### config.mk
export PLATFORM = sky130hd
export DESIGN_NAME = macEngine_flat
export DESIGN_NICKNAME = d
export VERILOG_FILES = /design/src/logic/dctPkg.sv /design/src/logic/bufferPort.sv /design/src/logic/macEngine.sv /design/src/flat_wrapper.sv
export SDC_FILE = /design/constraint.sdc
export NUM_CORES = 1
export LEC_CHECK = 0
export BUFFER_PORTS_ARGS = -buffer_cell sky130_fd_sc_hd__buf_2
export CORE_MARGIN = 4
export CORE_UTILIZATION = 45
export DETAILED_ROUTE_END_ITERATION = 16
export HOLD_SLACK_MARGIN = 0.12
export PLACE_DENSITY = 0.62
export REMOVE_ABC_BUFFERS = 1
export SLEW_MARGIN = 20
export SYNTH_ARGS = -nofsm -noshare
export SYNTH_HDL_FRONTEND = slang
export SYNTH_SLANG_ARGS = --single-unit
### constraint.sdc
create_clock -name clk -period 11 [get_ports clk]
set_input_delay 3.3 -clock clk [delete_from_list [all_inputs] [get_ports clk]]
set_output_delay 3.3 -clock clk [all_outputs]
set_load 0.02 [all_outputs]
### src/logic/dctPkg.sv
`default_nettype none

package dctPkg;

   typedef logic signed [31:0] sampleT;   // input sample, pass result, buffer word
   typedef logic signed [15:0] coefT;     // Q15 cosine coefficient
   typedef logic signed [34:0] accT;      // eight-term sum plus headroom
   typedef logic [6:0] bufAddrT;          // {bank, row, col}

   localparam int BlockDim = 8;           // samples per row / column
   localparam int BlockSize = 64;         // samples per block

   // bank select, top bit of bufAddrT
   localparam logic InBank = 1'b0;        // input block, later the output block
   localparam logic TempBank = 1'b1;      // row pass results

   typedef enum logic
   {
      RowPass,
      ColumnPass
   } passT;

   typedef enum logic [2:0]
   {
      Idle,
      Load,
      RowRun,
      ColumnRun,
      Stream
   } ctrlStateT;

endpackage

`default_nettype wire

### src/logic/bufferPort.sv
`default_nettype none

interface bufferPort import dctPkg::*; ();

   logic writeEn;
   bufAddrT writeAddr;
   sampleT writeData;
   bufAddrT readAddr;
   sampleT readData;    // valid one cycle after readAddr

   // side that issues reads and writes
   modport client
   (
      output writeEn,
      output writeAddr,
      output writeData,
      output readAddr,
      input readData
   );

   // side that serves them
   modport memory
   (
      input writeEn,
      input writeAddr,
      input writeData,
      input readAddr,
      output readData
   );

endinterface

`default_nettype wire

### src/logic/macEngine.sv
`default_nettype none

module macEngine import dctPkg::*;
#(
   parameter int ColumnShift = 10        // column product scale
)
(
   input logic clk,
   input logic reset,
   input logic runPass,
   input passT pass,
   output logic passDone,
   bufferPort.client mem,
   output logic [2:0] freq,
   output logic [2:0] index,
   input coefT coef
);

   localparam logic [8:0] LastStep = 9'(BlockDim * BlockSize - 1);
   localparam logic [2:0] LastTerm = 3'(BlockDim - 1);

   passT passQ;                  // pass latched at runPass
   logic running;                // stage 0 active
   logic [8:0] stepCnt;          // {outer, middle, sum index}
   logic [8:0] stepQ1;
   logic [8:0] stepQ2;
   logic [8:0] stepQ3;
   logic valid1;
   logic valid2;
   logic valid3;
   coefT coefQ;                  // coefficient aligned with readData
   sampleT prodQ;                // scaled product
   accT acc;
   logic signed [63:0] fullProd;
   logic signed [63:0] shiftedProd;
   logic [2:0] outerIdx;
   logic [2:0] middleIdx;
   logic [2:0] sumIdx;
   logic outBank;

   assign outerIdx = stepCnt[8:6];
   assign middleIdx = stepCnt[5:3];
   assign sumIdx = stepCnt[2:0];

   // stage 0: buffer address and coefficient lookup
   always_comb
   begin
      if (passQ == RowPass)
      begin
         mem.readAddr = {InBank, middleIdx, sumIdx};    // in(r, k)
         freq = outerIdx;                               // u
      end
      else
      begin
         mem.readAddr = {TempBank, sumIdx, outerIdx};   // temp(k, u)
         freq = middleIdx;                              // v
      end
   end

   assign index = sumIdx;

   always_ff @(posedge clk or posedge reset)
   begin
      if (reset)
      begin
         passQ <= RowPass;
         running <= 1'b0;
         stepCnt <= '0;
         stepQ1 <= '0;
         stepQ2 <= '0;
         stepQ3 <= '0;
         valid1 <= 1'b0;
         valid2 <= 1'b0;
         valid3 <= 1'b0;
         passDone <= 1'b0;
      end
      else
      begin
         if (runPass)
         begin
            passQ <= pass;
            running <= 1'b1;
            stepCnt <= '0;
         end
         else if (running)
         begin
            stepCnt <= stepCnt + 9'd1;
            if (stepCnt == LastStep)
            begin
               running <= 1'b0;     // last address issued
            end
         end
         valid1 <= running;
         valid2 <= valid1;
         valid3 <= valid2;
         stepQ1 <= stepCnt;           // counter follows the data
         stepQ2 <= stepQ1;
         stepQ3 <= stepQ2;
         passDone <= valid3 && (stepQ3 == LastStep);   // after final write
      end
   end

   // stage 1: product, 64-bit signed then aligned per pass
   assign fullProd = mem.readData * coefQ;
   assign shiftedProd = fullProd >>> ColumnShift;

   always_ff @(posedge clk)
   begin
      if (running)
      begin
         coefQ <= coef;
      end
      if (valid1)
      begin
         if (passQ == RowPass)
         begin
            prodQ <= sampleT'(fullProd);       // low word, wraps
         end
         else
         begin
            prodQ <= sampleT'(shiftedProd);    // bits Shift+31 .. Shift
         end
      end
      // stage 2: restart the sum on the first term
      if (valid2)
      begin
         acc <= ((stepQ2[2:0] == 3'd0) ? accT'(0) : acc) + accT'(prodQ);
      end
   end

   // stage 3: sum complete when its eighth term has been added
   assign outBank = (passQ == RowPass) ? TempBank : InBank;
   assign mem.writeEn = valid3 && (stepQ3[2:0] == LastTerm);
   assign mem.writeAddr = {outBank, stepQ3[5:3], stepQ3[8:6]};
   assign mem.writeData = (passQ == RowPass) ? acc[31:0] : acc[33:2];   // divide by 4

endmodule

`default_nettype wire

### src/flat_wrapper.sv
// flat-port wrapper written by rule: the top's interface ports become plain ports
module macEngine_flat import dctPkg::*;
#(
   parameter int ColumnShift = 10                               
)
  (clk, reset, runPass, pass, passDone, freq, index, coef, mem_writeEn, mem_writeAddr, mem_writeData, mem_readAddr, mem_readData);
  bufferPort mem_i ();
  input logic clk;
  input logic reset;
  input logic runPass;
  input passT pass;
  output logic passDone;
  output logic [2:0] freq;
  output logic [2:0] index;
  input coefT coef;
  output wire logic [$bits(mem_i.writeEn)-1:0] mem_writeEn;
  output wire logic [$bits(mem_i.writeAddr)-1:0] mem_writeAddr;
  output wire logic [$bits(mem_i.writeData)-1:0] mem_writeData;
  output wire logic [$bits(mem_i.readAddr)-1:0] mem_readAddr;
  input wire logic [$bits(mem_i.readData)-1:0] mem_readData;
  assign mem_writeEn = mem_i.writeEn;
  assign mem_writeAddr = mem_i.writeAddr;
  assign mem_writeData = mem_i.writeData;
  assign mem_readAddr = mem_i.readAddr;
  assign mem_i.readData = mem_readData;
  macEngine #(.ColumnShift(ColumnShift)) u_core (.clk(clk), .reset(reset), .runPass(runPass), .pass(pass), .passDone(passDone), .mem(mem_i), .freq(freq), .index(index), .coef(coef));
endmodule
==> flow_metrics.py, run 1 <==
metrics = {
    "outcome": {
        "status": "complete, no violations",
    },
    "cts": {
        "clk_latency_ns": 0.42,
        "postCtsSetupBuffers": 0,
        "cts_tree": "yes",
        "cts_hold_buf": 0,
        "cts_max_path_buffers": 2,
        "clockRootBuffer": "clkbuf_16",
        "numCtsBuffers": 17,
        "cts_sinks": 124,
        "clock_tree.htree_level_count": 4,
        "cts_resized": 0,
        "clk_pin_slew_ns": 0.06,
    },
    "sta": {
        "slew_headroom_pct": 32.2,
        "worst_pin_slew_ns": 1.02,
        "skew_ns": 0.0110,
        "timing.fmax_ghz": 0.110,
        "finalSetupViolations": 0,
        "setup_tns_ns": 0,
        "fin_crit_sh_pct": 82.6,
        "post-route-min-period_ns": 9.08,
        "finalMaxSlewViolations": 0,
        "rsz0062_at_grt": "no",
        "finalHoldViolCount": 0,
    },
    "logic_synthesis": {
        "synth_top_cells_by_count": "549 x inv_1, 434 x fa_1, 342 x nand2_1",
        "yosysWarnings": 0,
        "netlist_area_um2": 22900,
        "seq_area_frac_synth_pct": 15.3,
        "synth_edf_count": 82,
        "synth.most_common_cell": "inv_1",
        "synthCells": 2467,
        "ys.flop_type": "edfxtp_1",
        "synth.distinct_cells": 60,
        "yosysTopAreaCellShare_pct": 37.9,
        "synthTopCellsByArea": "fa_1 38%, edfxtp_1 11%, inv_1 9.0%",
        "syn_avg_cell_area_um2": 9.29,
        "synth-seq-cells": 124,
        "async_reset_ff_share_pct": 33.9,
        "synth_area_leader_cell": "fa_1",
    },
    "cells_and_area": {
        "layout.nets": 3128,
        "n_antenna_cell": 0,
        "drive_gt1_share_pct": 8.40,
        "areaGrowthSynthToFinish_pct": 7.27,
    },
    "setup_path": {
        "critical_path_class": "input port to register",
        "crit_path_max_incr_delay_ns": 0.65,
        "crit_required_ns": 11.14,
        "rrSetupSlack_ns": 3.81,
        "end_kind": "register",
        "arrival_ns": 9.22,
        "critPathLaunchType": "input port",
        "cp_max_fo": 11,
        "crit_path_frequent_cell": "fa_1",
        "path_cells": "buf_2, nand2_1, inv_1, fa_1, inv_1, fa_1, inv_1, fa_1, fa_1, fa_1, inv_1, fa_1, inv_1, ha_1, a21oi_1, o21ai_1, a21o_1, a2111oi_0, o2bb2ai_1, a31oi_1, xnor2_1, mux2i_1",
        "cp_slowest_cell": "fa_1",
    },
    "placed_design": {
        "port_buffers": 105,
        "gp_congestion": 0.912,
        "dp_hpwl_mm": 46.7,
    },
    "routing": {
        "drt_first_iter_violations": 1089,
        "dr.pass1.iters": 6,
        "vias": 16787,
        "wirelength_mm": 59.7,
        "routed_via_density": 5.27,
        "ant_nets": 0,
        "drc_errors": 0,
        "wl_per_cell_um": 18.7,
    },
    "floorplanning": {
        "die_h_um": 234,
        "fp.dieW_um": 234,
        "core_area_um2": 50300,
        "initial_core_util_pct": 45.6,
        "ios": 106,
        "die_area_um2": 54600,
        "num_rows": 82,
    },
    "grt": {
        "grt_pass1_vias": 18250,
        "gr-total-overflow": 0,
        "grt_antenna_before_repair": 0,
        "grtUsageTotal_pct": 22.6,
        "grt_max_degree": 78,
        "grt_pass1_wl_mm": 97.5,
    },
    "hold_path": {
        "holdCritPathClass": "register to register",
    },
    "job": {
        "drv_cap": 0,
    },
}
-- layout by cell type, fill, tap and decap left out, drive strengths merged, types with 8 or more instances in the layout --
cell type and instances:
ha 142, clkbuf 20, o21a 13, nor3 15, o21ai 59, fa 434, inv 554, nand2 342
mux2 46, and2 194, nand2b 18, nor2b 35, edfxtp 82, nor2 62, a211oi 10, and3 11
xor2 20, o21bai 9, o211ai 11, buf 126, a21oi 66, a21o 37, a31oi 10, dfrtp 42
xnor2 58, nand3 14, nand4 8
-- metrics by stage --
step	utilization, %	cells	setup slack (ns)	cell area [um^2]	hold WS, ns
6_report	48.9	3185	1.92	24600	0.344
3_5_place_dp	47.7	3153	1.56	24000	0.335
4_1_cts	48.9	3185	2.00	24600	0.346
2_1_floorplan	-	2355	2.14	22400	0.331
3_3_place_gp	47.7	3153	1.62	24000	0.332
5_1_grt	48.9	3185	1.57	24600	0.351
-- cells by family after synthesis --
family | after synthesis | share of synthesized area (%)
xor gates and xnor gates | 78 | 2.98
DFF | 124 | 15.3
adders and majority gates | 576 | 45.7
muxes | 53 | 2.57
buffers and inverters | 661 | 11.0
and+or+nand+nor | 715 | 15.0
AOI/OAI and AO/OA | 260 | 7.38
-- routing by layer --
layer | GRT usage (%) | vias up | routed length, um | part of all wire [%]
met3 | 2.01 | 83 | 3120 | 5.2
met5 | 0 | - | 0 | 0
met2 | 39.7 | 540 | 29800 | 50
li1 | - | 7586 | - | -
met1 | 30.5 | 8578 | 25500 | 43
met4 | 5.24 | 0 | 1310 | 2.2
-- worst max-delay path, delay by kind of cell --
kind            cells  cell delay (ns)
buf+inv             6             0.55
xor+xnor            1             0.18
fa+ha+maj           7             3.46
simple gates        1             0.13
compound gates      6             1.52
mux                 1             0.09
-- registers in the layout, summed over array words and instances, names as in the netlist --
signal	cells
u_core.acc	34
u_core.coefQ	16
u_core.passDone	1
u_core.passQ	1
u_core.prodQ	32
u_core.running	1
u_core.stepCnt	9
u_core.stepQ1	9
u_core.stepQ2	9
u_core.stepQ3	9
u_core.valid1	1
u_core.valid2	1
u_core.valid3	1
-- cell type report --
type / count / area, um^2
inverters: 549 / 2060
repair buffers: 126 / 683
clock inverters: 12 / 97.6
flip-flops and latches: 124 / 3520
multi-input cells: 1682 / 16900
well taps: 672 / 841
clock buffers: 20 / 500
fillers: 4765 / 25700
-- final timing paths --
kind / startpoint / endpoint / depth (start not counted)
worst max-delay path: mem_readData[31] / u_core.prodQ[29]$_DFFE_PP_ / 22
worst min-delay path: u_core.stepQ2[8]$_DFF_PP0_ / u_core.stepQ3[8]$_DFF_PP0_ / 0
min in group asynchronous: reset / u_core.passQ$_DFFE_PP0P_ / 3
max in group asynchronous: reset / u_core.running$_DFF_PP0_ / 3
worst min register to register: u_core.stepQ2[8]$_DFF_PP0_ / u_core.stepQ3[8]$_DFF_PP0_ / 0
worst max register to register: u_core.coefQ[15]$_DFFE_PP_ / u_core.prodQ[29]$_DFFE_PP_ / 21
Power of run 1 is left out: the tool's default activity adds up to more than one toggle a clock period on the data nets, which glitch-free logic cannot reach.
==> run 2: changes to the inputs <==
- clock period: 11 -> 9.4 ns (I/O delays scaled with it)
==> run 2 against run 1 <==
Die area did not move. Core utilization hardly changed. Register-to-register slack got worse by 1.6 ns. Cell count hardly changed.
==> flow_metrics.py, run 2 (synthesized netlist as in run 1, its figures left out) <==
metrics = {
    "hold_path": {
        "holdPathStages": 0,
        "holdCritPathClass": "register to register",
    },
    "cts": {
        "cts_hold_buf": 0,
        "clock_tree.htree_level_count": 4,
        "cts_sinks": 124,
        "cts_max_path_buffers": 2,
        "cts_tree": "yes",
        "numCtsBuffers": 17,
        "postCtsSetupBuffers": 0,
        "clk_pin_slew_ns": 0.06,
        "clk_latency_ns": 0.42,
        "cts_resized": 0,
        "clockRootBuffer": "clkbuf_16",
    },
    "routing": {
        "wl_per_cell_um": 18.7,
        "drc_errors": 0,
        "routed_via_density": 5.29,
        "ant_nets": 0,
        "wirelength_mm": 59.5,
        "vias": 16860,
        "dr.pass1.iters": 5,
        "drt_first_iter_violations": 948,
    },
    "setup_path": {
        "arrival_ns": 8.70,
        "end_kind": "register",
        "crit_required_ns": 9.55,
        "critical_path_class": "input port to register",
        "cp_max_fo": 11,
        "r2r_cells": 21,
        "critPathLaunchType": "input port",
    },
    "sta": {
        "worst_pin_slew_ns": 1.05,
        "post-route-min-period_ns": 8.56,
        "finalMaxSlewViolations": 0,
        "skew_ns": 0.00925,
        "slew_headroom_pct": 29.8,
        "fin_crit_sh_pct": 91.0,
        "finalHoldViolCount": 0,
        "timing.fmax_ghz": 0.117,
        "finalSetupViolations": 0,
        "setup_tns_ns": 0,
        "rsz0062_at_grt": "no",
    },
    "floorplanning": {
        "die_h_um": 234,
        "ios": 106,
        "fp.dieW_um": 234,
        "core_area_um2": 50300,
        "num_rows": 82,
        "die_area_um2": 54600,
        "initial_core_util_pct": 45.6,
    },
    "cells_and_area": {
        "reg.largest.list": "u_core.acc (34), u_core.prodQ (32), u_core.coefQ (16)",
        "largest_reg_flops": 34,
        "drive_gt1_share_pct": 8.47,
        "multi_input_area_um2": 16900,
        "layout.nets": 3130,
        "final_common_cell": "inv_1",
        "n_antenna_cell": 0,
        "top_register": "u_core.acc",
        "areaGrowthSynthToFinish_pct": 7.38,
        "layout_common_cells": "549 x inv_1, 434 x fa_1, 342 x nand2_1",
        "nFillCells": 4796,
        "regArea_um2": 3520,
    },
    "job": {
        "drv_cap": 0,
    },
    "grt": {
        "gr-total-overflow": 0,
        "grt_pass1_vias": 18401,
        "grtUsageTotal_pct": 22.7,
        "grt_pass1_wl_mm": 97.3,
        "grt_max_degree": 44,
        "grt_antenna_before_repair": 1,
    },
    "outcome": {
        "status": "complete, no violations",
    },
    "placed_design": {
        "gp_congestion": 0.905,
        "dp_hpwl_mm": 46.9,
        "port_buffers": 105,
    },
}
[run 2: cell types whose count changed in the layout (fill, tap and decap cells not counted)]
cell / before / now
buf_4: 21 / 23
clkinvlp_4: 0 / 1
clkbuf_16: 20 / 19
bufinv_16: 0 / 1
inv_4: 1 / 2
clkinv_2: 2 / 1
inv_6: 3 / 5
clkinv_4: 5 / 1
clkbuf_8: 0 / 1
[run 2: worst paths after layout]
check,start,end,slack (ns)
max in group asynchronous,reset,u_core.running$_DFF_PP0_,6.50
setup reg to reg,u_core.coefQ[15]$_DFFE_PP_,u_core.prodQ[29]$_DFFE_PP_,2.23
min in group asynchronous,reset,u_core.passQ$_DFFE_PP0P_,2.52
setup / recovery,mem_readData[31],u_core.prodQ[29]$_DFFE_PP_,0.84
hold / removal,u_core.stepQ1[1]$_DFF_PP0_,u_core.stepQ2[1]$_DFF_PP0_,0.35
hold reg to reg,u_core.stepQ1[1]$_DFF_PP0_,u_core.stepQ2[1]$_DFF_PP0_,0.35
[run 2: worst max-delay path, cell delays in order]
cell	delay (ns)
buf_2	0.16
nand2_1	0.12
inv_1	0.09
fa_1	0.65
inv_1	0.14
fa_1	0.51
inv_1	0.06
fa_1	0.48
fa_1	0.52
fa_1	0.49
inv_1	0.05
fa_1	0.47
inv_1	0.04
ha_1	0.38
a21oi_1	0.37
o21ai_1	0.12
a21o_1	0.19
a2111oi_0	0.53
o2bb2ai_1	0.18
a31oi_1	0.08
xnor2_1	0.17
mux2i_1	0.08
[run 2: through the flow]
step,utilization (%),std cells,cell area (um^2),hold slack (ns),worst slack [ns]
2_1_floorplan,-,2355,22400,0.331,1.02
3_3_place_gp,47.7,3155,24000,0.332,0.526
3_5_place_dp,47.7,3155,24000,0.335,0.461
4_1_cts,48.9,3187,24600,0.348,0.880
5_1_grt,48.9,3187,24600,0.351,0.458
6_report,48.9,3187,24600,0.346,0.843
[run 2: cell type report]
| type | instances | area share (%) |
|---|---|---|
| Clock inverter | 12 | 0.483 |
| Sequential cell | 124 | 14.3 |
| Tap cell | 672 | 3.42 |
| Inverter | 549 | 8.38 |
| Multi-Input combinational cell | 1682 | 68.6 |
| Timing Repair Buffer | 128 | 2.84 |
| Clock buffer | 20 | 1.99 |
[run 2: metal layers]
layer	global-route usage, %	up-vias	part of all wire [%]
met4	8.00	2	3.7
met5	0	-	0.022
li1	-	7583	-
met3	2.57	133	5.2
met2	39.0	551	49
met1	29.7	8591	42
Power of run 2 is left out for the same reason.
