### src/logic/dctPkg.sv
`default_nettype none

package dctPkg;

   typedef logic signed [31:0] sampleT;   // input sample, pass result, buffer word
   typedef logic signed [15:0] coefT;     // Q15 cosine coefficient
   typedef logic signed [34:0] accT;      // eight-term sum plus headroom
   typedef logic [6:0] bufAddrT;          // {bank, row, col}

   localparam int BlockDim = 8;           // samples per row / column
   localparam int BlockSize = 64;         // samples per block

   // bank select, top bit of bufAddrT
   localparam logic InBank = 1'b0;        // input block, later the output block
   localparam logic TempBank = 1'b1;      // row pass results

   typedef enum logic
   {
      RowPass,
      ColumnPass
   } passT;

   typedef enum logic [2:0]
   {
      Idle,
      Load,
      RowRun,
      ColumnRun,
      Stream
   } ctrlStateT;

endpackage

`default_nettype wire

### src/logic/cosineRom.sv
`default_nettype none

module cosineRom import dctPkg::*;
(
   input logic [2:0] freq,
   input logic [2:0] index,
   output coefT coef
);

   // 32768 * cos((2k+1) u pi / 16), first index u, second k
   // u = 0 row is the 1/sqrt(2) scaled DC term
   localparam coefT CosTable [BlockDim][BlockDim] = '{
      '{ 23170,  23170,  23170,  23170,  23170,  23170,  23170,  23170},
      '{ 32138,  27246,  18205,   6393,  -6393, -18205, -27246, -32138},
      '{ 30274,  12540, -12540, -30274, -30274, -12540,  12540,  30274},
      '{ 27246,  -6393, -32138, -18205,  18205,  32138,   6393, -27246},
      '{ 23170, -23170, -23170,  23170,  23170, -23170, -23170,  23170},
      '{ 18205, -32138,   6393,  27246, -27246,  -6393,  32138, -18205},
      '{ 12540, -30274,  30274, -12540, -12540,  30274, -30274,  12540},
      '{  6393, -18205,  27246, -32138,  32138, -27246,  18205,  -6393}
   };

   assign coef = CosTable[freq][index];   // pure lookup, same cycle as address

endmodule

`default_nettype wire

### config.mk
export PLATFORM = sky130hd
export DESIGN_NAME = cosineRom
export DESIGN_NICKNAME = d
export VERILOG_FILES = /design/src/logic/dctPkg.sv /design/src/logic/cosineRom.sv
export SDC_FILE = /design/constraint.sdc
export NUM_CORES = 1
export LEC_CHECK = 0
export ABC_AREA = 1
export ABC_CLOCK_PERIOD_IN_PS = 2950
export BUFFER_PORTS_ARGS = -buffer_cell sky130_fd_sc_hd__buf_2
export CAP_MARGIN = 20
export CORE_ASPECT_RATIO = 1.4
export CORE_MARGIN = 3
export CORE_UTILIZATION = 35
export DETAILED_ROUTE_END_ITERATION = 12
export GPL_ROUTABILITY_DRIVEN = 0
export GPL_TIMING_DRIVEN = 0
export PLACE_DENSITY = 0.55
export RECOVER_POWER = 50
export SLEW_MARGIN = 20
export SYNTH_ARGS = -nofsm -noshare
export SYNTH_HDL_FRONTEND = slang
export SYNTH_SLANG_ARGS = --single-unit
### constraint.sdc
create_clock -name vclk -period 2.95
set_clock_uncertainty 0.05 [all_clocks]
set_input_delay 0.4425 -clock vclk [all_inputs]
set_output_delay 0.4425 -clock vclk [all_outputs]
set_load 0.01 [all_outputs]
==> qor.yml, run 1 <==
routing:
  initialDrtViolationCount: 236
  post_drt_wl_per_cell_um: 16.2
  wl_mm: 7.33
  route.detailed.drc: 0
  postRouteAntennaNets: 0
  detailedRoute.firstPassIterationCount: 5
  vias_per_cell: 5.65
  vias: 2548
yosys:
  synth_nets: 387
  synth-warning-count: 0
  yosys.area.top_type_share_pct: 40.7
  synth-seq-area-share_pct: 0
  cells_after_synth: 368
  netlist_top_cells_area: "nand2_1, nand3_1, ha_1"
  synth.distinct_cells: 18
  synth_top_cell_by_area: "nand2_1"
  syn_area_per_cell_um2: 4.53
  synthesis.area_um2: 1670
cts:
  post-cts-setup-buffers: 0
  cts_repair_resize_count: 0
  cts-hold-fix-buffers: 0
global_route:
  gr-usage-met2_pct: 45.0
  first_global_vias: 2440
  met3_track_demand_over_resource_in_global_routing_pct: 2.82
  antenna_found_initial: 0
  globalRoute.totalOverflow: 0
  pin_count_of_the_biggest_net_entering_global_routing: 13
  grt_usage_pct: 26.2
  globalRouteMet1Util_pct: 30.9
  busiest_layer: "met2"
  grt_first_pass_wirelength_mm: 11.9
placed_design:
  placement.cell_area_um2: 1850
  place_ws_ns: 0.177
  dp.cells: 451
  place.port_buffers: 21
  dp_hpwl_mm: 5.30
sta:
  hold_viol_final: 0
  timing.final.crit_share_pct: 95.9
  rsz0062_at_grt: "no"
  layout_min_cycle_time_ns: 2.83
  maxClockFrequency_ghz: 0.354
  pin_slew_with_the_least_headroom_to_its_limit_ns: 0.695
  finalWorstSetupSlack_ns: 0.122
  finalSetupViolCount: 0
  finalSetupTns_ns: 0
  worst_slew_margin_rel_pct: 53.7
  finalHoldWorstSlack_ns: 1.35
  slew_violations: 0
final_layout:
  syn2layout_area_growth_pct: 10.5
  num_antenna_cells: 0
  stdcell_area_um2: 1840
  drive_above_1_share_pct: 8.74
  num-nets-final: 410
  instances_no_fill: 451
  n_sequential_cell: 0
  final-seq-area_um2: 0
  n_clock_buffer: 0
  finish.utilization_pct: 40.3
setup_path:
  worstSetupPathType: "in2out"
  worst_setup_path_start_kind: "primary input"
  critical_path.max_fanout: 12
  required_ns: 2.46
  critPathArrivalTime_ns: 2.34
  worst_setup_path_end_kind: "output port"
floorplan:
  dieHeight_um: 87.7
  ios: 22
  floorplan.die_area_um2: 5640
  floorplan.initialDensity_pct: 36.5
  coreArea_um2: 4570
  cell_rows: 29
  die_width_um: 64.3
min_path:
  hold_path.class: "in2out"
power:
  leakage_power_summed_over_all_cells_nw: 1.10
  powerDensity_nw_per_um2: 183
  power.ir.vdd_worst_mv: 0.0496
  total_power_after_layout_uw: 337
status:
  outcome: "finished clean"
flow_run:
  drv_cap: 0
-- metal layers --
metal	vias up	part of all wire, %
met1	1091	37
met5	-	0
met2	190	46
li1	1216	-
met3	51	9.8
met4	0	6.6
-- synthesized netlist by cell type --
master	instances
nor3_1	2
or2_2	1
buf_2	10
nand4_1	1
o211ai_1	3
ha_1	13
inv_2	2
nand2_2	1
and2_0	1
o21ai_0	14
buf_1	2
a21oi_1	12
nand2_1	181
nor2_1	23
buf_4	5
nand3_1	68
inv_1	25
clkbuf_1	4
-- power breakdown --
group	internal [mW]	leakage [nW]	switching [mW]
Sequential	0	0	0
Combinational	0.105	1.10	0.231
Clock	0	0	0
Total	0.105	1.10	0.231
-- path summary, 6_finish.rpt --
check / from / to / slack (ns) / cells after the start
max: freq[1] / coef[2] / 0.12 / 12
min: index[2] / coef[5] / 1.35 / 5
-- worst max-delay path: stages --
cell and delay [ns]:
buf_2 0.25, inv_1 0.24, ha_1 0.44, inv_1 0.13
nand2_1 0.26, nand3_1 0.11, nand2_1 0.08, nand2_1 0.06
nand2_1 0.07, nand2_1 0.05, nand2_1 0.08, buf_2 0.12
-- layout make-up --
class              instances  area, µm²
fillers                  584       2730
multi-input cells        320       1460
repair buffers            21       97.6
inverters                 27        101
well taps                 62       77.6
plain buffers             21        110
-- cell usage in the layout (no fill, tap or decap) --
cell and instances:
clkbuf_1 10, or2_2 1, buf_4 5, o21ai_0 14, inv_2 2, o211ai_1 3
buf_1 2, nand2_2 1, nor2_1 23, nand3_1 68, nand2_1 181, and2_0 1
inv_1 25, ha_1 13, buf_2 25, a21oi_1 12, nor3_1 2, nand4_1 1
-- cell families after synthesis --
kind of cell | after synthesis | share of synthesized area, %
AOI/OAI and AO/OA | 29 | 9.15
and+or+nand+nor | 278 | 68.4
adders and majority gates | 13 | 9.75
buffers and inverters | 48 | 12.7
Power figures use the tool's default switching activity.
==> run 2: changes to the inputs <==
--- a/config.mk
+++ b/config.mk
@@ -5,7 +5,7 @@
 export SDC_FILE = /design/constraint.sdc
 export NUM_CORES = 1
 export LEC_CHECK = 0
-export ABC_AREA = 1
+export ABC_AREA = 0
 export ABC_CLOCK_PERIOD_IN_PS = 2950
 export BUFFER_PORTS_ARGS = -buffer_cell sky130_fd_sc_hd__buf_2
 export CAP_MARGIN = 20
@@ -15,7 +15,7 @@
 export DETAILED_ROUTE_END_ITERATION = 12
 export GPL_ROUTABILITY_DRIVEN = 0
 export GPL_TIMING_DRIVEN = 0
-export PLACE_DENSITY = 0.55
+export PLACE_DENSITY = 0.54
 export RECOVER_POWER = 50
 export SLEW_MARGIN = 20
 export SYNTH_ARGS = -nofsm -noshare
==> run 2 against run 1 <==
Effect of this change: first-iteration DRC count grew 65%; global-route usage grew 0.61 points; combinational power rose by 18%; clock-buffer cell count stayed put; final cell count is 18% lower; maximum frequency shrank 1.1%; hold slack gained 0.049 ns; core utilization grew 3.2 points; sequential share of layout area is the same; via count shrank 1.1%; largest power group unchanged; highest routed layer unchanged.
==> qor.yml, run 2 <==
global_route:
  grt_first_pass_wirelength_mm: 12.9  # +8.7%
  grt_usage_pct: 26.9  # +0.61 points
  pin_count_of_the_biggest_net_entering_global_routing: 14  # +1
  first_global_vias: 2433  # -0.29%
  globalRoute.totalOverflow: 0  # unchanged
  antenna_found_initial: 0  # unchanged
setup_path:
  critPathArrivalTime_ns: 2.37  # +0.03 ns
  worst_setup_path_start_kind: "primary input"
  required_ns: 2.46  # about the same
  worstSetupPathType: "in2out"
  critical_path.max_fanout: 7  # -5
  worst_setup_path_end_kind: "output port"
routing:
  route.detailed.drc: 0  # unchanged
  post_drt_wl_per_cell_um: 22.3  # +37%
  initialDrtViolationCount: 389  # +65%
  detailedRoute.firstPassIterationCount: 6  # +1
  vias_per_cell: 6.80  # +20%
  wl_mm: 8.26  # +13%
  vias: 2521  # -1.1%
  postRouteAntennaNets: 0  # unchanged
final_layout:
  final-seq-area_um2: 0  # unchanged
  syn2layout_area_growth_pct: 16.8
  num-nets-final: 328  # -20%
  n_clock_buffer: 0  # unchanged
  n_sequential_cell: 0  # unchanged
  num_antenna_cells: 0  # unchanged
  finish.utilization_pct: 43.5  # +3.2 points
  layout_common_cells: "buf_2, a21oi_1, nand2_1"
  drive_above_1_share_pct: 23.5  # +15 points
yosys:
  netlist_top_cells_area: "mux4_2, ha_1, a21oi_1"
  count_leader_synth: "a21oi_1"
  syn_area_per_cell_um2: 6.66  # +47%
  synth-seq-area-share_pct: 0  # unchanged
  synth_nets: 298  # -23%
  yosys.area.top_type_share_pct: 10.9  # -30 points
  synthesis.area_um2: 1860  # +11%
  synthTopCellsByCount: "a21oi_1, nand2_1, o21ai_0"
  synth-warning-count: 0  # unchanged
  synth.distinct_cells: 52  # +34
  cells_after_synth: 279  # -24%
  synth_top_cell_by_area: "mux4_2"
sta:
  timing.final.crit_share_pct: 96.9  # +1.1 points
  finalSetupViolCount: 0  # unchanged
  pin_slew_with_the_least_headroom_to_its_limit_ns: 0.696  # +0.000943 ns
  layout_min_cycle_time_ns: 2.86  # +0.0323 ns
  hold_viol_final: 0  # unchanged
  rsz0062_at_grt: "no"
  worst_slew_margin_rel_pct: 53.6  # -0.063 points
  maxClockFrequency_ghz: 0.350  # -1.1%
  slew_violations: 0  # unchanged
cts:
  cts-hold-fix-buffers: 0  # unchanged
power:
  total_power_after_layout_uw: 399  # +19%
  power_spent_charging_and_discharging_nets_uw: 238  # +2.9%
  power.ir.vdd_worst_mv: 0.0797  # +61%
  pwr-share-comb_pct: 100.0  # about the same
  leakage_power_summed_over_all_cells_nw: 0.836  # -24%
  powerDensity_nw_per_um2: 184  # +0.69%
  intPower_uw: 161  # +53%
  seq_power_share_pct: 0  # unchanged
  switching_share_pct: 59.6  # -9.1 points
  clock_power_share_pct: 0  # unchanged
floorplan:
  floorplan.initialDensity_pct: 37.2  # +0.74 points
  dieHeight_um: 92.2  # +5.2%
  coreArea_um2: 4990  # +9.2%
  ios: 22  # unchanged
  floorplan.die_area_um2: 6230  # +10%
  cell_rows: 30  # +3.4%
  die_width_um: 67.6  # +5.0%
flow_run:
  drv_cap: 0  # unchanged
min_path:
  hold_path_depth: 4  # -1
  hold_path.class: "in2out"
status:
  outcome: "finished clean"
placed_design:
  place.port_buffers: 22  # +4.8%
  dp_hpwl_mm: 5.90  # +11%
## run 2: cell count changes after synthesis, moves of 7 or more
cell / before / now
nand2_1: 181 / 22
clkbuf_1: 4 / 13
nand3_1: 68 / 4
a31oi_1: 0 / 7
inv_1: 25 / 10
nor2b_1: 0 / 13
nor3_1: 2 / 12
mux4_2: 0 / 9
nand2b_1: 0 / 15
a21oi_1: 12 / 28
## run 2: per-stage QoR
stage          cells  area (µm²)  setup slack (ns)  TNS [ns]  hold slack [ns]
6_report         371        2170            0.0900         0             1.40
5_1_grt          371        2170           0.00916         0             1.44
4_1_cts          367        2110           0.00321         0             1.41
3_5_place_dp     365        2050            -0.473     -4.84             1.41
3_3_place_gp     365        2050            -0.477     -5.45             1.40
2_1_floorplan    279        1860             0.321         0             1.17
## run 2: final timing paths
| path | startpoint | to | slack (ns) |
|---|---|---|---|
| setup / recovery | freq[1] | coef[14] | 0.09 |
| hold / removal | index[2] | coef[4] | 1.40 |
## run 2: power by group through the flow
stage / clock (mW) / combinational [mW] / sequential (mW)
global placement: 0 / 0.368 / 0
floorplan: 0 / 0.251 / 0
CTS: 0 / 0.378 / 0
global route: 0 / 0.427 / 0
detailed placement: 0 / 0.365 / 0
finish: 0 / 0.399 / 0
## run 2: worst max-delay path, stage by stage
cell	delay, ns
clkbuf_4	0.15
buf_8	0.13
clkinvlp_4	0.11
ha_2	0.29
or2_2	0.14
clkbuf_1	0.29
a31oi_1	0.17
mux4_2	0.48
buf_2	0.15
## run 2: final cells by class
type	instances	area, µm²
fillers	532	2820
multi-input cells	233	1680
plain buffers	34	203
repair buffers	29	163
well taps	64	80.1
inverters	11	45.0
## run 2: cells by family (layout without fill, tap and decap cells)
kind of cell    after synthesis  in the layout  share of synthesized area [%]
compound gates              104            104                           37.2
simple gates                101            101                           28.2
buf+inv                      46             74                           11.8
mux                          14             14                           13.6
fa+ha+maj                    13             13                           8.75
xor+xnor                      1              1                          0.471
## run 2: routing by layer
metal | routed length [µm] | global-route usage [%]
met2 | 3860 | 44.2
met5 | 0 | 0
met3 | 828 | 3.43
met1 | 3020 | 33.0
met4 | 546 | 13.9
## run 2: timing repair
item | 4_1_cts | 5_1_grt
pin swaps | 0 | 1
resized for setup | 14 | 13
setup endpoints to repair | 16 | 13
buffers inserted | 3 | 4
==> run 3: changes to the inputs <==
--- a/config.mk
+++ b/config.mk
@@ -9,15 +9,18 @@
 export ABC_CLOCK_PERIOD_IN_PS = 2950
 export BUFFER_PORTS_ARGS = -buffer_cell sky130_fd_sc_hd__buf_2
 export CAP_MARGIN = 20
+export CELL_PAD_IN_SITES_DETAIL_PLACEMENT = 1
+export CELL_PAD_IN_SITES_GLOBAL_PLACEMENT = 1
 export CORE_ASPECT_RATIO = 1.4
 export CORE_MARGIN = 3
 export CORE_UTILIZATION = 35
 export DETAILED_ROUTE_END_ITERATION = 12
 export GPL_ROUTABILITY_DRIVEN = 0
 export GPL_TIMING_DRIVEN = 0
-export PLACE_DENSITY = 0.54
+export PLACE_DENSITY = 0.71
 export RECOVER_POWER = 50
 export SLEW_MARGIN = 20
 export SYNTH_ARGS = -nofsm -noshare
 export SYNTH_HDL_FRONTEND = slang
 export SYNTH_SLANG_ARGS = --single-unit
+export TNS_END_PERCENT = 5
==> run 3 against run 2 <==
Effect of this change: combinational power up 4%; critical path depth increased by 1; hold slack better by 0.016 ns; first-iteration DRC count fell by 35%; final area rose by 1.7%; largest power group unchanged; sequential cell count stayed put; wire length is 9.7% higher; final cell count rose by 0.54%; clock-buffer cell count stayed put; maximum frequency fell by 2.3%; worst setup slack got worse by 0.068 ns; die area unchanged.
==> qor.yml, run 3 (synthesis results as in run 2) <==
status:
  outcome: "finished clean"
sta:
  finalHoldWorstSlack_ns: 1.42  # +0.0159 ns
  timing.final.crit_share_pct: 99.3  # +2.3 points
  slew_violations: 0  # unchanged
  hold_viol_final: 0  # unchanged
  maxClockFrequency_ghz: 0.342  # -2.3%
  finalSetupTns_ns: 0  # unchanged
  rsz0062_at_grt: "yes"
  pin_slew_with_the_least_headroom_to_its_limit_ns: 0.684  # -0.0120 ns
  finalSetupViolCount: 0  # unchanged
  layout_min_cycle_time_ns: 2.93  # +0.0680 ns
  worst_slew_margin_rel_pct: 54.4  # +0.80 points
global_route:
  grt_usage_pct: 29.4  # +2.6 points
  globalRoute.totalOverflow: 0  # unchanged
  antenna_found_initial: 0  # unchanged
  grt_first_pass_wirelength_mm: 14.0  # +8.7%
  first_global_vias: 2513  # +3.3%
  pin_count_of_the_biggest_net_entering_global_routing: 14  # unchanged
final_layout:
  layout.cells.most_common: "buf_2"
  n_clock_buffer: 0  # unchanged
  n_sequential_cell: 0  # unchanged
  stdcell_area_um2: 2210  # +1.7%
  num_antenna_cells: 0  # unchanged
  final-seq-area_um2: 0  # unchanged
  syn2layout_area_growth_pct: 18.9
  num-fill-cells: 665  # +25%
  layout_common_cells: "buf_2, a21oi_1, nand2_1"
  instances_no_fill: 373  # +0.54%
  drive_above_1_share_pct: 24.6  # +1.1 points
  multiInputGateArea_um2: 1690  # +0.30%
  num-nets-final: 330  # +0.61%
setup_path:
  critical-path-max-stage-delay_ns: 0.34  # -0.14 ns
  worst_setup_path_start_kind: "primary input"
  worst_setup_path_end_kind: "output port"
  cp_cell_sequence: "clkbuf_4 -> buf_8 -> clkinvlp_4 -> ha_4 -> or2_2 -> clkbuf_1 -> o21ai_0 -> o22ai_1 -> o311ai_0 -> buf_2"
  crit_family: "buffers and inverters"
  required_ns: 2.46  # about the same
  critical_path.slowest_cell: "o311ai_0"
  critical_path.max_fanout: 7  # unchanged
  worstSetupPathType: "in2out"
  cp_num_buf_inv: 5  # unchanged
  critPathArrivalTime_ns: 2.44  # +0.07 ns
routing:
  detailedRoute.firstPassIterationCount: 5  # -1
  vias_per_cell: 6.71  # -1.3%
  postRouteAntennaNets: 0  # unchanged
  met3RoutedLength_um: 717  # -13%
  route.detailed.drc: 0  # unchanged
  post_drt_wl_per_cell_um: 24.3  # +9.1%
  met1_length_mm: 3.55  # +17%
  wl_mm: 9.06  # +9.7%
  initialDrtViolationCount: 254  # -35%
  detailroute.wirelength.met2_mm: 4.44  # +15%
  vias: 2501  # -0.79%
  highest_layer: "met4"
power:
  powerDensity_nw_per_um2: 187  # +1.8%
  total_power_after_layout_uw: 414  # +3.6%
  leakage_power_summed_over_all_cells_nw: 0.851  # +1.9%
  power.ir.vdd_worst_mv: 0.0832  # +4.4%
floorplan:
  floorplan.die_area_um2: 6230  # unchanged
  dieHeight_um: 92.2  # unchanged
  coreArea_um2: 4990  # unchanged
  cell_rows: 30  # unchanged
  ios: 22  # unchanged
  die_width_um: 67.6  # unchanged
  floorplan.initialDensity_pct: 37.2  # unchanged
min_path:
  min_to: "coef[4]"
  hold_path.class: "in2out"
  hold_start: "index[2]"
  hold_path_depth: 4  # unchanged
placed_design:
  placement.cell_area_um2: 2050  # unchanged
  dp.cells: 365  # unchanged
  dp_hpwl_mm: 6.45  # +9.3%
  place.port_buffers: 22  # unchanged
cts:
  cts-hold-fix-buffers: 0  # unchanged
flow_run:
  drv_cap: 0  # unchanged
[run 3: cell count changes in the layout (fill, tap and decap cells not counted), sizes merged]
cell,delta
buf,+6
clkbuf,-4
[run 3: timing repair]
action / in CTS / in global routing
pin swaps: 0 / 1
setup buffers: 4 / 4
hold endpoints to repair: 0 / 0
gates cloned: 0 / 0
setup endpoints to repair: 16 / 9
resized for setup: 16 / 16
[run 3: per-layer routing]
| metal | GRT usage (%) | up-vias |
|---|---|---|
| met3 | 3.43 | 33 |
| met1 | 37.5 | 1210 |
| met5 | 0 | - |
| met4 | 11.5 | 0 |
| li1 | - | 1106 |
| met2 | 49.0 | 152 |
[run 3: per-stage QoR]
step                      setup WS [ns]  util (%)
after floorplan                   0.321         -
after global placement           -0.476      41.0
after detailed placement         -0.521      41.0
after CTS                       0.00585      42.6
after global routing            -0.0266      44.2
final                            0.0220      44.2
[run 3: worst max path at each step]
| stage | from | endpoint | slack [ns] | cells past startpoint |
|---|---|---|---|---|
| after floorplan | freq[1] | coef[3] | 0.32 | 8 |
| after global placement | freq[1] | coef[3] | -0.48 | 10 |
| after detailed placement | freq[1] | coef[3] | -0.52 | 10 |
| after CTS | freq[0] | coef[5] | 0.006 | 10 |
| after global routing | freq[1] | coef[2] | -0.03 | 9 |
| final | freq[1] | coef[7] | 0.02 | 10 |
[run 3: cell type report]
class                           instances  area share (%)
Multi-Input combinational cell        233            76.3
Inverter                               11            2.04
Timing Repair Buffer                   30            8.22
Tap cell                               64            3.63
Buffer                                 35            9.80
[run 3: power by group]
group / leakage [nW] / internal [mW] / switching, mW
clock: 0 / 0 / 0
combinational: 0.851 / 0.165 / 0.248
sequential: 0 / 0 / 0
