$ cat config.mk
export PLATFORM = sky130hd
export DESIGN_NAME = dctControl_flat
export DESIGN_NICKNAME = d
export VERILOG_FILES = /design/src/logic/dctPkg.sv /design/src/logic/bufferPort.sv /design/src/logic/dctControl.sv /design/src/flat_wrapper.sv
export SDC_FILE = /design/constraint.sdc
export NUM_CORES = 1
export LEC_CHECK = 0
export BUFFER_PORTS_ARGS = -buffer_cell sky130_fd_sc_hd__buf_4
export CELL_PAD_IN_SITES_DETAIL_PLACEMENT = 0
export CELL_PAD_IN_SITES_GLOBAL_PLACEMENT = 1
export CORE_ASPECT_RATIO = 1.4
export CORE_UTILIZATION = 24
export CTS_BUF_LIST = sky130_fd_sc_hd__clkbuf_4 sky130_fd_sc_hd__clkbuf_8
export DETAILED_ROUTE_END_ITERATION = 10
export GPL_TIMING_DRIVEN = 0
export MAX_ROUTING_LAYER = met4
export PLACE_DENSITY = 0.87
export SYNTH_ARGS = -nofsm -noshare
export SYNTH_HDL_FRONTEND = slang
export SYNTH_SLANG_ARGS = --single-unit
export TNS_END_PERCENT = 1
$ cat constraint.sdc
create_clock -name clk -period 1.3 [get_ports clk]
set_input_delay 0 -clock clk [delete_from_list [all_inputs] [get_ports clk]]
set_output_delay 0 -clock clk [all_outputs]
set_load 0.1 [all_outputs]
$ cat src/logic/dctPkg.sv
`default_nettype none

package dctPkg;

   typedef logic signed [31:0] sampleT;   // input sample, pass result, buffer word
   typedef logic signed [15:0] coefT;     // Q15 cosine coefficient
   typedef logic signed [34:0] accT;      // eight-term sum plus headroom
   typedef logic [6:0] bufAddrT;          // {bank, row, col}

   localparam int BlockDim = 8;           // samples per row / column
   localparam int BlockSize = 64;         // samples per block

   // bank select, top bit of bufAddrT
   localparam logic InBank = 1'b0;        // input block, later the output block
   localparam logic TempBank = 1'b1;      // row pass results

   typedef enum logic
   {
      RowPass,
      ColumnPass
   } passT;

   typedef enum logic [2:0]
   {
      Idle,
      Load,
      RowRun,
      ColumnRun,
      Stream
   } ctrlStateT;

endpackage

`default_nettype wire

$ cat src/logic/bufferPort.sv
`default_nettype none

interface bufferPort import dctPkg::*; ();

   logic writeEn;
   bufAddrT writeAddr;
   sampleT writeData;
   bufAddrT readAddr;
   sampleT readData;    // valid one cycle after readAddr

   // side that issues reads and writes
   modport client
   (
      output writeEn,
      output writeAddr,
      output writeData,
      output readAddr,
      input readData
   );

   // side that serves them
   modport memory
   (
      input writeEn,
      input writeAddr,
      input writeData,
      input readAddr,
      output readData
   );

endinterface

`default_nettype wire

$ cat src/logic/dctControl.sv
`default_nettype none

module dctControl import dctPkg::*;
(
   input logic clk,
   input logic reset,
   input logic start,
   input sampleT din,
   output logic reading,
   output logic done,
   output sampleT dout,
   output logic runPass,
   output passT pass,
   input logic passDone,
   bufferPort.memory engine,
   bufferPort.client mem
);

   localparam logic [5:0] LastSample = 6'(BlockSize - 1);

   ctrlStateT state;
   logic [5:0] cnt;          // load / stream position, row-major
   logic readValid;          // readData holds a stream word
   logic engineOwns;

   assign engineOwns = (state == RowRun) || (state == ColumnRun);

   // buffer port owner switch
   always_comb
   begin
      if (engineOwns)
      begin
         mem.writeEn = engine.writeEn;
         mem.writeAddr = engine.writeAddr;
         mem.writeData = engine.writeData;
         mem.readAddr = engine.readAddr;
      end
      else
      begin
         mem.writeEn = (state == Load);      // capture din while reading
         mem.writeAddr = {InBank, cnt};
         mem.writeData = din;
         mem.readAddr = {InBank, cnt};       // stream reads, one ahead of dout
      end
   end

   assign engine.readData = mem.readData;

   always_ff @(posedge clk or posedge reset)
   begin
      if (reset)
      begin
         state <= Idle;
         cnt <= '0;
         reading <= 1'b0;
         done <= 1'b0;
         dout <= '0;
         runPass <= 1'b0;
         pass <= RowPass;
         readValid <= 1'b0;
      end
      else
      begin
         runPass <= 1'b0;                                  // single-cycle pulse
         done <= (state == Stream) && (cnt == 6'd0);      // lines up with first readData
         readValid <= (state == Stream);
         if (readValid)
         begin
            dout <= mem.readData;
         end
         case (state)
            Idle:
            begin
               if (start)
               begin
                  reading <= 1'b1;
                  cnt <= '0;
                  state <= Load;
               end
            end
            Load:
            begin
               cnt <= cnt + 6'd1;
               if (cnt == LastSample)
               begin
                  reading <= 1'b0;       // drops with the 64th sample
                  runPass <= 1'b1;
                  pass <= RowPass;
                  state <= RowRun;
               end
            end
            RowRun:
            begin
               if (passDone)
               begin
                  runPass <= 1'b1;
                  pass <= ColumnPass;
                  state <= ColumnRun;
               end
            end
            ColumnRun:
            begin
               if (passDone)
               begin
                  cnt <= '0;
                  state <= Stream;
               end
            end
            Stream:
            begin
               cnt <= cnt + 6'd1;
               if (cnt == LastSample)
               begin
                  state <= Idle;         // last word still in flight
               end
            end
            default:
            begin
               state <= Idle;
            end
         endcase
      end
   end

endmodule

`default_nettype wire

$ cat src/flat_wrapper.sv
// flat-port wrapper written by rule: the top's interface ports become plain ports
module dctControl_flat import dctPkg::*;
  (clk, reset, start, din, reading, done, dout, runPass, pass, passDone, engine_writeEn, engine_writeAddr, engine_writeData, engine_readAddr, engine_readData, mem_writeEn, mem_writeAddr, mem_writeData, mem_readAddr, mem_readData);
  bufferPort engine_i ();
  bufferPort mem_i ();
  input logic clk;
  input logic reset;
  input logic start;
  input sampleT din;
  output logic reading;
  output logic done;
  output sampleT dout;
  output logic runPass;
  output passT pass;
  input logic passDone;
  input wire logic [$bits(engine_i.writeEn)-1:0] engine_writeEn;
  input wire logic [$bits(engine_i.writeAddr)-1:0] engine_writeAddr;
  input wire logic [$bits(engine_i.writeData)-1:0] engine_writeData;
  input wire logic [$bits(engine_i.readAddr)-1:0] engine_readAddr;
  output wire logic [$bits(engine_i.readData)-1:0] engine_readData;
  output wire logic [$bits(mem_i.writeEn)-1:0] mem_writeEn;
  output wire logic [$bits(mem_i.writeAddr)-1:0] mem_writeAddr;
  output wire logic [$bits(mem_i.writeData)-1:0] mem_writeData;
  output wire logic [$bits(mem_i.readAddr)-1:0] mem_readAddr;
  input wire logic [$bits(mem_i.readData)-1:0] mem_readData;
  assign engine_i.writeEn = engine_writeEn;
  assign engine_i.writeAddr = engine_writeAddr;
  assign engine_i.writeData = engine_writeData;
  assign engine_i.readAddr = engine_readAddr;
  assign engine_readData = engine_i.readData;
  assign mem_writeEn = mem_i.writeEn;
  assign mem_writeAddr = mem_i.writeAddr;
  assign mem_writeData = mem_i.writeData;
  assign mem_readAddr = mem_i.readAddr;
  assign mem_i.readData = mem_readData;
  dctControl u_core (.clk(clk), .reset(reset), .start(start), .din(din), .reading(reading), .done(done), .dout(dout), .runPass(runPass), .pass(pass), .passDone(passDone), .engine(engine_i), .mem(mem_i));
endmodule
==> results of run 1 <==
## cell type report
type / count / area share [%]
tap: 141 / 2.94
multi-input combinational: 217 / 23.6
timing repair buffer: 273 / 45.3
clock inverter: 3 / 0.667
inverter: 6 / 0.375
buffer: 51 / 6.71
sequential: 46 / 19.2
clock buffer: 5 / 1.15
## power by group
group / switching [W] / internal (W)
sequential: 0.000146 / 0.00156
clock: 0.000468 / 0.000566
combinational: 0.00367 / 0.00189
## synthesized netlist by cell type
cell type,count,area (sq um)
a221o_1,2,20.0
or3_1,1,6.26
o21ba_2,1,10.0
nor3_1,1,5.00
xor2_1,1,8.76
xnor2_1,2,17.5
o21ai_0,3,15.0
o211ai_1,2,15.0
o211a_1,1,10.0
nand2_1,132,495
nand3_1,3,15.0
nor2b_1,2,12.5
dfrtp_1,46,1150
a311oi_1,1,8.76
ha_1,2,25.0
nand4_1,2,12.5
a22o_1,2,17.5
nand3b_1,1,7.51
nor3b_1,1,7.51
mux2_1,2,22.5
and2_1,3,18.8
a211oi_1,1,7.51
mux2_2,30,338
or4_1,1,7.51
buf_2,14,70.1
nor2_1,3,11.3
a21oi_1,7,35.0
buf_4,32,240
nand2b_1,4,25.0
nor4b_1,2,17.5
inv_1,6,22.5
o41ai_1,2,17.5
clkbuf_2,1,5.00
clkbuf_1,4,15.0
and3_1,1,6.26
o2111a_1,1,11.3
## cell families after synthesis
group	after synthesis	synth area share (%)
AND/OR/NAND/NOR	157	23.7
buffers and inverters	57	12.9
flip-flops	46	42.1
multiplexers	32	13.2
AO/OA/AOI/OAI	23	6.14
XOR/XNOR	3	0.962
adder cells (fa/ha/maj)	2	0.916
## flip-flops by register name, summed over array words and instances (netlist names)
register,cells
u_core.cnt,6
u_core.pass,1
u_core.done,1
u_core.reading,1
u_core.readValid,1
u_core.dout,32
u_core.state,3
u_core.runPass,1
## timing repair
item,4_1_cts,5_1_grt
buffers inserted,2,2
setup endpoints to repair,89,70
hold buffers,35,0
pin swaps,7,8
gates resized for setup,174,18
gates cloned,3,1
hold endpoints to repair,80,0
## per-layer routing
metal,wire [um],vias up
met5,0,-
met4,138,0
met3,926,12
met2,5680,192
met1,4030,1500
li1,-,1568
## metrics by stage
stage	utilization (%)	total power, W
after global placement	43.1	0.00625
final	54.7	0.00830
after detailed placement	43.3	0.00629
after global routing	54.7	0.00864
after CTS	53.8	0.00832
after floorplan	-	0.00523
## worst reg2reg max path, cell delays in order, from the launching register on
cell	delay, ns
dfrtp_1	0.38
buf_6	0.13
buf_4	0.14
xnor2_2	0.15
or4_1	0.48
o211ai_1	0.09
## worst paths after layout
path	slack, ns	endpoint
worst min register to register	0.51	u_core.dout[11]
worst min-delay path	0.24	u_core.runPass
min in group clk	0.36	mem_writeData[5]
worst max register to register	-0.15	u_core.cnt[3]
worst max-delay path	-0.31	mem_writeData[23]
max in group asynchronous	0.55	u_core.cnt[1]
==> impl_metrics.toml, run 1 <==
[floorplan]
dieArea_sq_um = 11800
initial_utilization_pct = 24.9
die_h_um = 128
fp.dieW_um = 92.2
num_rows = 45
core_area_sq_um = 11000
io-pin-count = 230

[synthesis]
postSynthNetCount = 437
syn_inst = 320
yosysWarnings = 0
avgSynthCellArea_sq_um = 8.54
ys_ff_latch = 46
synth_seq_area_share_pct = 42.1
synth.distinct_cells = 36
synth_area_sq_um = 2730

[sta]
finalSetupViolations = 57
hold_viol_final = 0
timing.hold.ws_ns = 0.244
period_needed_ns = 1.61
slew_headroom_pct = 74.8
rsz0062_at_grt = "yes"
slew_violations = 0
max_freq_mhz = 621
fin_setup_tns_ns = -13.78
setup_slack_ns = -0.311
fin_skew_ns = 0.0159
min_period_over_period_pct = 124
tightest_slew_ns = 0.376

[placement]
dp.cells = 691
port_buffers = 229
placed_area_sq_um = 4750
post-place-ws_ns = -0.315
routabilityCongestion = 0.820
place_hpwl_um = 7870

[setup_path]
path_delay_family = "buffers and inverters"
startpoint_type = "flip-flop"
path_buf_inv = 3
rr_worst_depth = 5
critPathKind = "flip-flop to primary output"
crit-reg2reg-launch = "u_core.state[2]"
crit_path_max_incr_delay_ns = 0.45
startpoint = "u_core.state[1]"
critical_path_depth = 6
cp.required_ns = 1.30
path_cells = "nor2b_4, buf_8, buf_6, nand2_2, nand2_4, buf_12"
cp_slowest_cell = "dfrtp_2"
endpoint_kind = "primary output"
cp.arrival_ns = 1.61
critPathMaxFanout = 8

[pwr]
power.leakage_nw = 3.15
pwr_density_cell_nw_per_um2 = 1380
ir_drop_uv = 1370

[clock_tree]
cts.sinks = 46
clkLatencyLatePin_ns = 0.30
cts_max_level = 2
clockBufferDepth = 2
cts_made_buffers = 5
cts_tree = "built"
clkSlewWorstSetupHoldPaths_ns = 0.09
clockRootBuffer = "clkbuf_8"

[cells_and_area]
layout.cells.non_filler = 742
diodes = 0
fill_cells = 889
final_cell_mix = "219 x buf_4, 77 x nand2_1, 54 x nand2_2, 43 x dfrtp_1, 41 x buf_12"
layout-drive-gt1-share_pct = 65.6
num-nets-final = 717
layout_commonest_cell = "buf_4"
multi_input_area_sq_um = 1420
regArea_sq_um = 1150
design_area_sq_um = 6000
area_growth_pct = 120

[status]
outcome = "finished with violations"
violations = "setup timing"

[grt]
grt_overflow = 0
busiest_layer = "met2"
grt_pass1_wl_um = 16300
use_met1_pct = 19.4
grt_max_degree = 33
grt_usage_pct = 18.5
use_met3_pct = 4.51
grt_pass1_vias = 3337
use_met2_pct = 34.0
grt_antenna_before_repair = 0

[routing]
wl_um = 10800
num_vias = 3272
viasPerCell = 4.41
wl_per_cell_um = 14.5
drt_iter0_drc = 122
dr.pass1.iters = 4
remaining_drc_errors = 0
antenna_left = 0

[hold_path]
hold_path.class = "primary input to async pin"

[flow_run]
max_cap_violations = 0
Note: power is estimated with default switching activity, not from simulation.
==> inputs of run 2 (changes only) <==
--- a/config.mk
+++ b/config.mk
@@ -9,12 +9,12 @@
 export CELL_PAD_IN_SITES_DETAIL_PLACEMENT = 0
 export CELL_PAD_IN_SITES_GLOBAL_PLACEMENT = 1
 export CORE_ASPECT_RATIO = 1.4
-export CORE_UTILIZATION = 24
+export CORE_UTILIZATION = 26
 export CTS_BUF_LIST = sky130_fd_sc_hd__clkbuf_4 sky130_fd_sc_hd__clkbuf_8
 export DETAILED_ROUTE_END_ITERATION = 10
 export GPL_TIMING_DRIVEN = 0
 export MAX_ROUTING_LAYER = met4
-export PLACE_DENSITY = 0.87
+export PLACE_DENSITY = 0.9
 export SYNTH_ARGS = -nofsm -noshare
 export SYNTH_HDL_FRONTEND = slang
 export SYNTH_SLANG_ARGS = --single-unit
==> constraint.sdc (replaced) <==
create_clock -name clk -period 1.6 [get_ports clk]
set_input_delay 0 -clock clk [delete_from_list [all_inputs] [get_ports clk]]
set_output_delay 0 -clock clk [all_outputs]
set_load 0.1 [all_outputs]
==> run 2 against run 1 <==
The flow now finishes without violations. Sequential share of layout area increased by 0.14 points. Worst setup slack improved by 0.32 ns. Critical endpoint is now mem_writeData[21]. Count of clock-buffer cells in the layout unchanged. Sequential power decreased by 20%. Via count decreased by 1.3%. Die area decreased by 7.5%.
==> impl_metrics.toml, run 2 (synthesis gave the netlist of run 1 again) <==
[sta]
max_freq_mhz = 629
slew_headroom_pct = 72.7
tightest_slew_ns = 0.407
slew_violations = 0
hold_viol_final = 0
fin_skew_ns = 0.00289
finalSetupViolations = 0
period_needed_ns = 1.59
min_period_over_period_pct = 99.4
rsz0062_at_grt = "yes"

[setup_path]
crit_path_max_incr_delay_ns = 0.38
startpoint_type = "flip-flop"
path_buf_inv = 4
path_delay_family = "buffers and inverters"
crit-reg2reg-launch = "u_core.cnt[1]"
cp.required_ns = 1.60
rr_worst_depth = 4
critPathMaxFanout = 8
path_cells = "buf_6, nor2b_4, buf_12, clkbuf_16, nand2_2, nand2_2, buf_12"
cp_slowest_cell = "dfrtp_1"
r2r_end = "u_core.runPass"
cp.arrival_ns = 1.59
critPathKind = "flip-flop to primary output"
endpoint_kind = "primary output"
reg2reg_slack_ns = 0.12

[pwr]
pwr_density_cell_nw_per_um2 = 1090
power.leakage_nw = 3.17
ir_drop_uv = 1770
power.total_w = 0.00650

[clock_tree]
clockBufferDepth = 2
cts.sinks = 46
cts_tree = "built"
cts_max_level = 2
clkSlewWorstSetupHoldPaths_ns = 0.08
clockRootBuffer = "clkbuf_8"
cts_made_buffers = 5
clkLatencyLatePin_ns = 0.29

[cells_and_area]
design_area_sq_um = 5940
layout_commonest_cell = "buf_4"
final_cell_mix = "216 x buf_4, 88 x nand2_1, 45 x dfrtp_1, 34 x dlygate4sd3_1"
diodes = 0
area_growth_pct = 118
top_register = "u_core.dout"
top_regs = "u_core.dout x32, u_core.cnt x6, u_core.state x3"
layout-drive-gt1-share_pct = 62.6
num-nets-final = 713
largest_reg_flops = 32

[routing]
antenna_left = 0
viasPerCell = 4.41
remaining_drc_errors = 0
drt_iter0_drc = 73
wl_um = 9990
dr.pass1.iters = 4
num_vias = 3229
wl_per_cell_um = 13.7

[flow_run]
max_cap_violations = 0

[placement]
routabilityCongestion = 0.886
placed_area_sq_um = 4640
port_buffers = 229
place_hpwl_um = 7050

[hold_path]
holdPathEnd = "u_core.reading"
hold_path.class = "primary input to flip-flop"
hp-start = "start"
worstHoldPathCells = 3

[status]
outcome = "complete, no violations"

[grt]
grt_usage_pct = 17.4
grt_max_degree = 33
grt_overflow = 0
grt_pass1_wl_um = 14300
grt_pass1_vias = 3109
grt_antenna_before_repair = 0

[floorplan]
num_rows = 43
io-pin-count = 230
initial_utilization_pct = 27.1
dieArea_sq_um = 10900
core_area_sq_um = 10100
die_h_um = 123
fp.dieW_um = 88.6
run 2: cell count changes in the layout (fill, tap and decap cells not counted), moves of 2 or more:
cell,previous run,this run
buf_12,41,33
nand2_2,54,33
buf_8,8,18
buf_4,219,216
dfrtp_2,3,1
buf_6,9,5
clkbuf_4,3,0
clkbuf_16,1,3
dfrtp_1,43,45
nand2_1,77,88
nand2_4,1,11
buf_2,5,7
run 2: worst reg2reg max path: stages (launching register included):
cell and delay [ns]:
dfrtp_1 0.43, ha_2 0.24, nand4_1 0.21, or3_1 0.39, a21oi_1 0.15
run 2: worst max-delay path by stage:
| stage | from | to | cells after the start |
|---|---|---|---|
| 2_1_floorplan | u_core.state[2] | mem_writeData[10] | 6 |
| 3_3_place_gp | u_core.state[2] | mem_writeData[27] | 7 |
| 3_5_place_dp | u_core.state[2] | mem_writeData[27] | 7 |
| 4_1_cts | u_core.state[2] | mem_writeData[21] | 7 |
| 5_1_grt | u_core.state[1] | mem_writeData[21] | 6 |
| 6_report | u_core.state[2] | mem_writeData[21] | 7 |
run 2: repair_timing:
item                       in CTS  in global routing
buffers inserted                1                  0
hold buffers                   34                  0
hold endpoints to repair       49                  0
resized for setup             144                 67
setup endpoints to repair      46                 51
pin swaps                       0                 15
gates cloned                    1                  3
run 2: through the flow:
stage | worst slack, ns | TNS, ns | hold WS (ns) | instances | utilization (%)
2_1_floorplan | -0.0727 | -2.24 | 0.135 | 320 | -
3_3_place_gp | -0.0571 | -1.70 | 0.241 | 684 | 46.0
3_5_place_dp | -0.0612 | -0.560 | -0.00685 | 685 | 46.2
4_1_cts | -0.00810 | -0.0139 | 0.000773 | 729 | 56.1
5_1_grt | -0.0791 | -1.98 | 0.0293 | 732 | 59.1
6_report | 0.0103 | 0 | 0.0133 | 732 | 59.1
run 2: layer usage:
metal / GRT usage [%] / wire, um
met5: - / 0
met1: 17.0 / 3510
met3: 2.40 / 836
met4: 4.13 / 109
met2: 35.1 / 5540
run 2: power by group:
group	total (W)	switching, W	leakage (nW)	internal, W
Sequential	0.00136	0.000102	0.625	0.00126
Clock	0.000824	0.000365	0.0579	0.000459
Combinational	0.00431	0.00292	2.49	0.00139
run 2: area by class of cell:
cell class / instances / area [sq um]
Multi-Input combinational cell: 217 / 1410
Clock inverter: 3 / 40.0
Sequential cell: 46 / 1150
Tap cell: 135 / 169
Timing Repair Buffer: 269 / 2670
Fill cell: 782 / 4120
Inverter: 6 / 22.5
Buffer: 51 / 410
Clock buffer: 5 / 68.8
==> inputs of run 3 (changes only) <==
--- a/config.mk
+++ b/config.mk
@@ -12,9 +12,12 @@
 export CORE_UTILIZATION = 26
 export CTS_BUF_LIST = sky130_fd_sc_hd__clkbuf_4 sky130_fd_sc_hd__clkbuf_8
 export DETAILED_ROUTE_END_ITERATION = 10
+export GPL_ROUTABILITY_DRIVEN = 0
 export GPL_TIMING_DRIVEN = 0
+export HOLD_SLACK_MARGIN = 0.03
 export MAX_ROUTING_LAYER = met4
 export PLACE_DENSITY = 0.9
+export REMOVE_ABC_BUFFERS = 1
 export SYNTH_ARGS = -nofsm -noshare
 export SYNTH_HDL_FRONTEND = slang
 export SYNTH_SLANG_ARGS = --single-unit
==> run 3 against run 2 <==
The run now ends with setup timing left. Power rose by 1.7%. Via count is 0.53% lower. Routed wire length rose by 7.4%. Count of clock-buffer cells in the layout unchanged. Worst setup slack worse by 0.028 ns.
==> impl_metrics.toml, run 3 (synthesis gave the netlist of run 1 again) <==
[flow_run]
max_cap_violations = 0

[cells_and_area]
regArea_sq_um = 1160
fill_cells = 807
area_growth_pct = 110
multi_input_area_sq_um = 1450
layout-drive-gt1-share_pct = 61.6
largest_reg_flops = 32
top_register = "u_core.dout"
top_regs = "u_core.dout x32, u_core.cnt x6, u_core.state x3"
design_area_sq_um = 5730
final_cell_mix = "187 x buf_4, 87 x nand2_1, 51 x buf_12, 45 x nand2_2, 40 x dfrtp_1"
layout_commonest_cell = "buf_4"
num-nets-final = 676
layout.cells.non_filler = 697

[setup_path]
path_delay_family = "compound AO/OA/AOI/OAI gates"
cp_slowest_cell = "dfrtp_4"
critPathMaxFanout = 5
reg2reg_slack_ns = -0.02
path_cells = "buf_8, o21ba_2, o211ai_1, buf_4, a22o_1"
cp.arrival_ns = 1.85
startpoint_type = "flip-flop"
rr_worst_depth = 5
cp.required_ns = 1.83
crit-reg2reg-launch = "u_core.state[2]"
crit_path_max_incr_delay_ns = 0.51
r2r_end = "u_core.cnt[4]"
path_buf_inv = 2
critPathKind = "flip-flop to flip-flop"
endpoint_kind = "flip-flop"

[floorplan]
fp.dieW_um = 88.6
core_area_sq_um = 10100
dieArea_sq_um = 10900
die_h_um = 123
initial_utilization_pct = 27.1
io-pin-count = 230
num_rows = 43

[pwr]
power.leakage_nw = 2.93
ir_drop_uv = 1080
pwr_density_cell_nw_per_um2 = 1150

[routing]
drt_iter0_drc = 152
remaining_drc_errors = 0
dr.pass1.iters = 4
wl_um = 10700
num_vias = 3212
wl_per_cell_um = 15.4
viasPerCell = 4.61
antenna_left = 0

[sta]
hold_viol_final = 0
setup_slack_ns = -0.0175
period_needed_ns = 1.62
min_period_over_period_pct = 101
slew_headroom_pct = 54.2
rsz0062_at_grt = "yes"
fin_skew_ns = 0.0116
slew_violations = 0
tightest_slew_ns = 0.688
finalSetupViolations = 5
max_freq_mhz = 618

[placement]
port_buffers = 229
placed_area_sq_um = 4320
post-place-ws_ns = -0.950
place_hpwl_um = 6520
dp.cells = 634

[clock_tree]
cts_max_level = 2
cts_made_buffers = 5
cts.sinks = 46
clkSlewWorstSetupHoldPaths_ns = 0.09
clockRootBuffer = "clkbuf_8"
clockBufferDepth = 2
cts_tree = "built"
clkLatencyLatePin_ns = 0.30

[status]
outcome = "finished with violations"
violations = "setup timing"

[grt]
grt_max_degree = 45
grt_antenna_before_repair = 2
grt_overflow = 0
grt_usage_pct = 19.2
grt_pass1_vias = 3301
grt_pass1_wl_um = 15400

[hold_path]
hold_path.class = "primary input to async pin"
[run 3: cell types whose count changed in the layout (fill, tap and decap cells not counted), sizes merged]
cell | previous run | this run
dlygate4sd3 | 34 | 35
diode | 0 | 2
buf | 279 | 243
clkinv | 2 | 0
nand2b | 4 | 6
bufinv | 1 | 0
clkinvlp | 0 | 2
inv | 6 | 7
clkbuf | 12 | 5
nor2b | 2 | 5
[run 3: worst min-delay path: stages]
cell           delay (ns)
dlygate4sd3_1        0.53
buf_4                0.13
inv_2                0.09
[run 3: metrics by stage]
step	utilization (%)	TNS (ns)	power, W	hold slack, ns
finish	57.0	-0.0342	0.00661	0.121
global route	57.0	-2.22	0.00688	0.134
CTS	54.7	-0.829	0.00648	0.111
detailed placement	42.9	-39.39	0.00495	-0.120
global placement	42.6	-91.86	0.00491	0.245
floorplan	-	-62.51	0.00377	0
[run 3: final cells by class]
type                    instances  share of cell area, %
diodes                          2                 0.0873
clock buffers                   5                   1.20
clock inverters                 3                  0.415
inverters                       6                  0.393
multi-input cells             222                   25.3
flip-flops and latches         46                   20.3
well taps                     135                   2.95
repair buffers                278                   49.4
[run 3: worst max-delay path by stage]
stage          depth (start not counted)  slack, ns             from               end
6_report                               5      -0.02  u_core.state[2]     u_core.cnt[4]
5_1_grt                                5      -0.07  u_core.state[2]  mem_writeAddr[4]
4_1_cts                                4      -0.09  u_core.state[2]   mem_readAddr[5]
3_5_place_dp                           4      -0.95  u_core.state[2]   mem_readAddr[0]
3_3_place_gp                           4      -1.99  u_core.state[1]  mem_writeData[9]
2_1_floorplan                          2      -1.42  u_core.state[1]   mem_readAddr[6]
[run 3: where the power goes]
group	switching, W	internal, W
Sequential	0.000198	0.00127
Clock	0.000395	0.000312
Combinational	0.00290	0.00154
[run 3: per-layer routing]
layer	part of all wire, %	global-route usage [%]
met5	0	-
met2	54	38.2
met4	1.6	6.55
met3	8.7	3.07
met1	35	18.0
[run 3: what timing repair did]
item,CTS,global route
pin swaps,0,4
buffers inserted,9,4
hold buffers,35,0
endpoints found under the hold margin,81,0
endpoints found under the setup margin,81,54
gates cloned,5,0
resized for setup,157,50
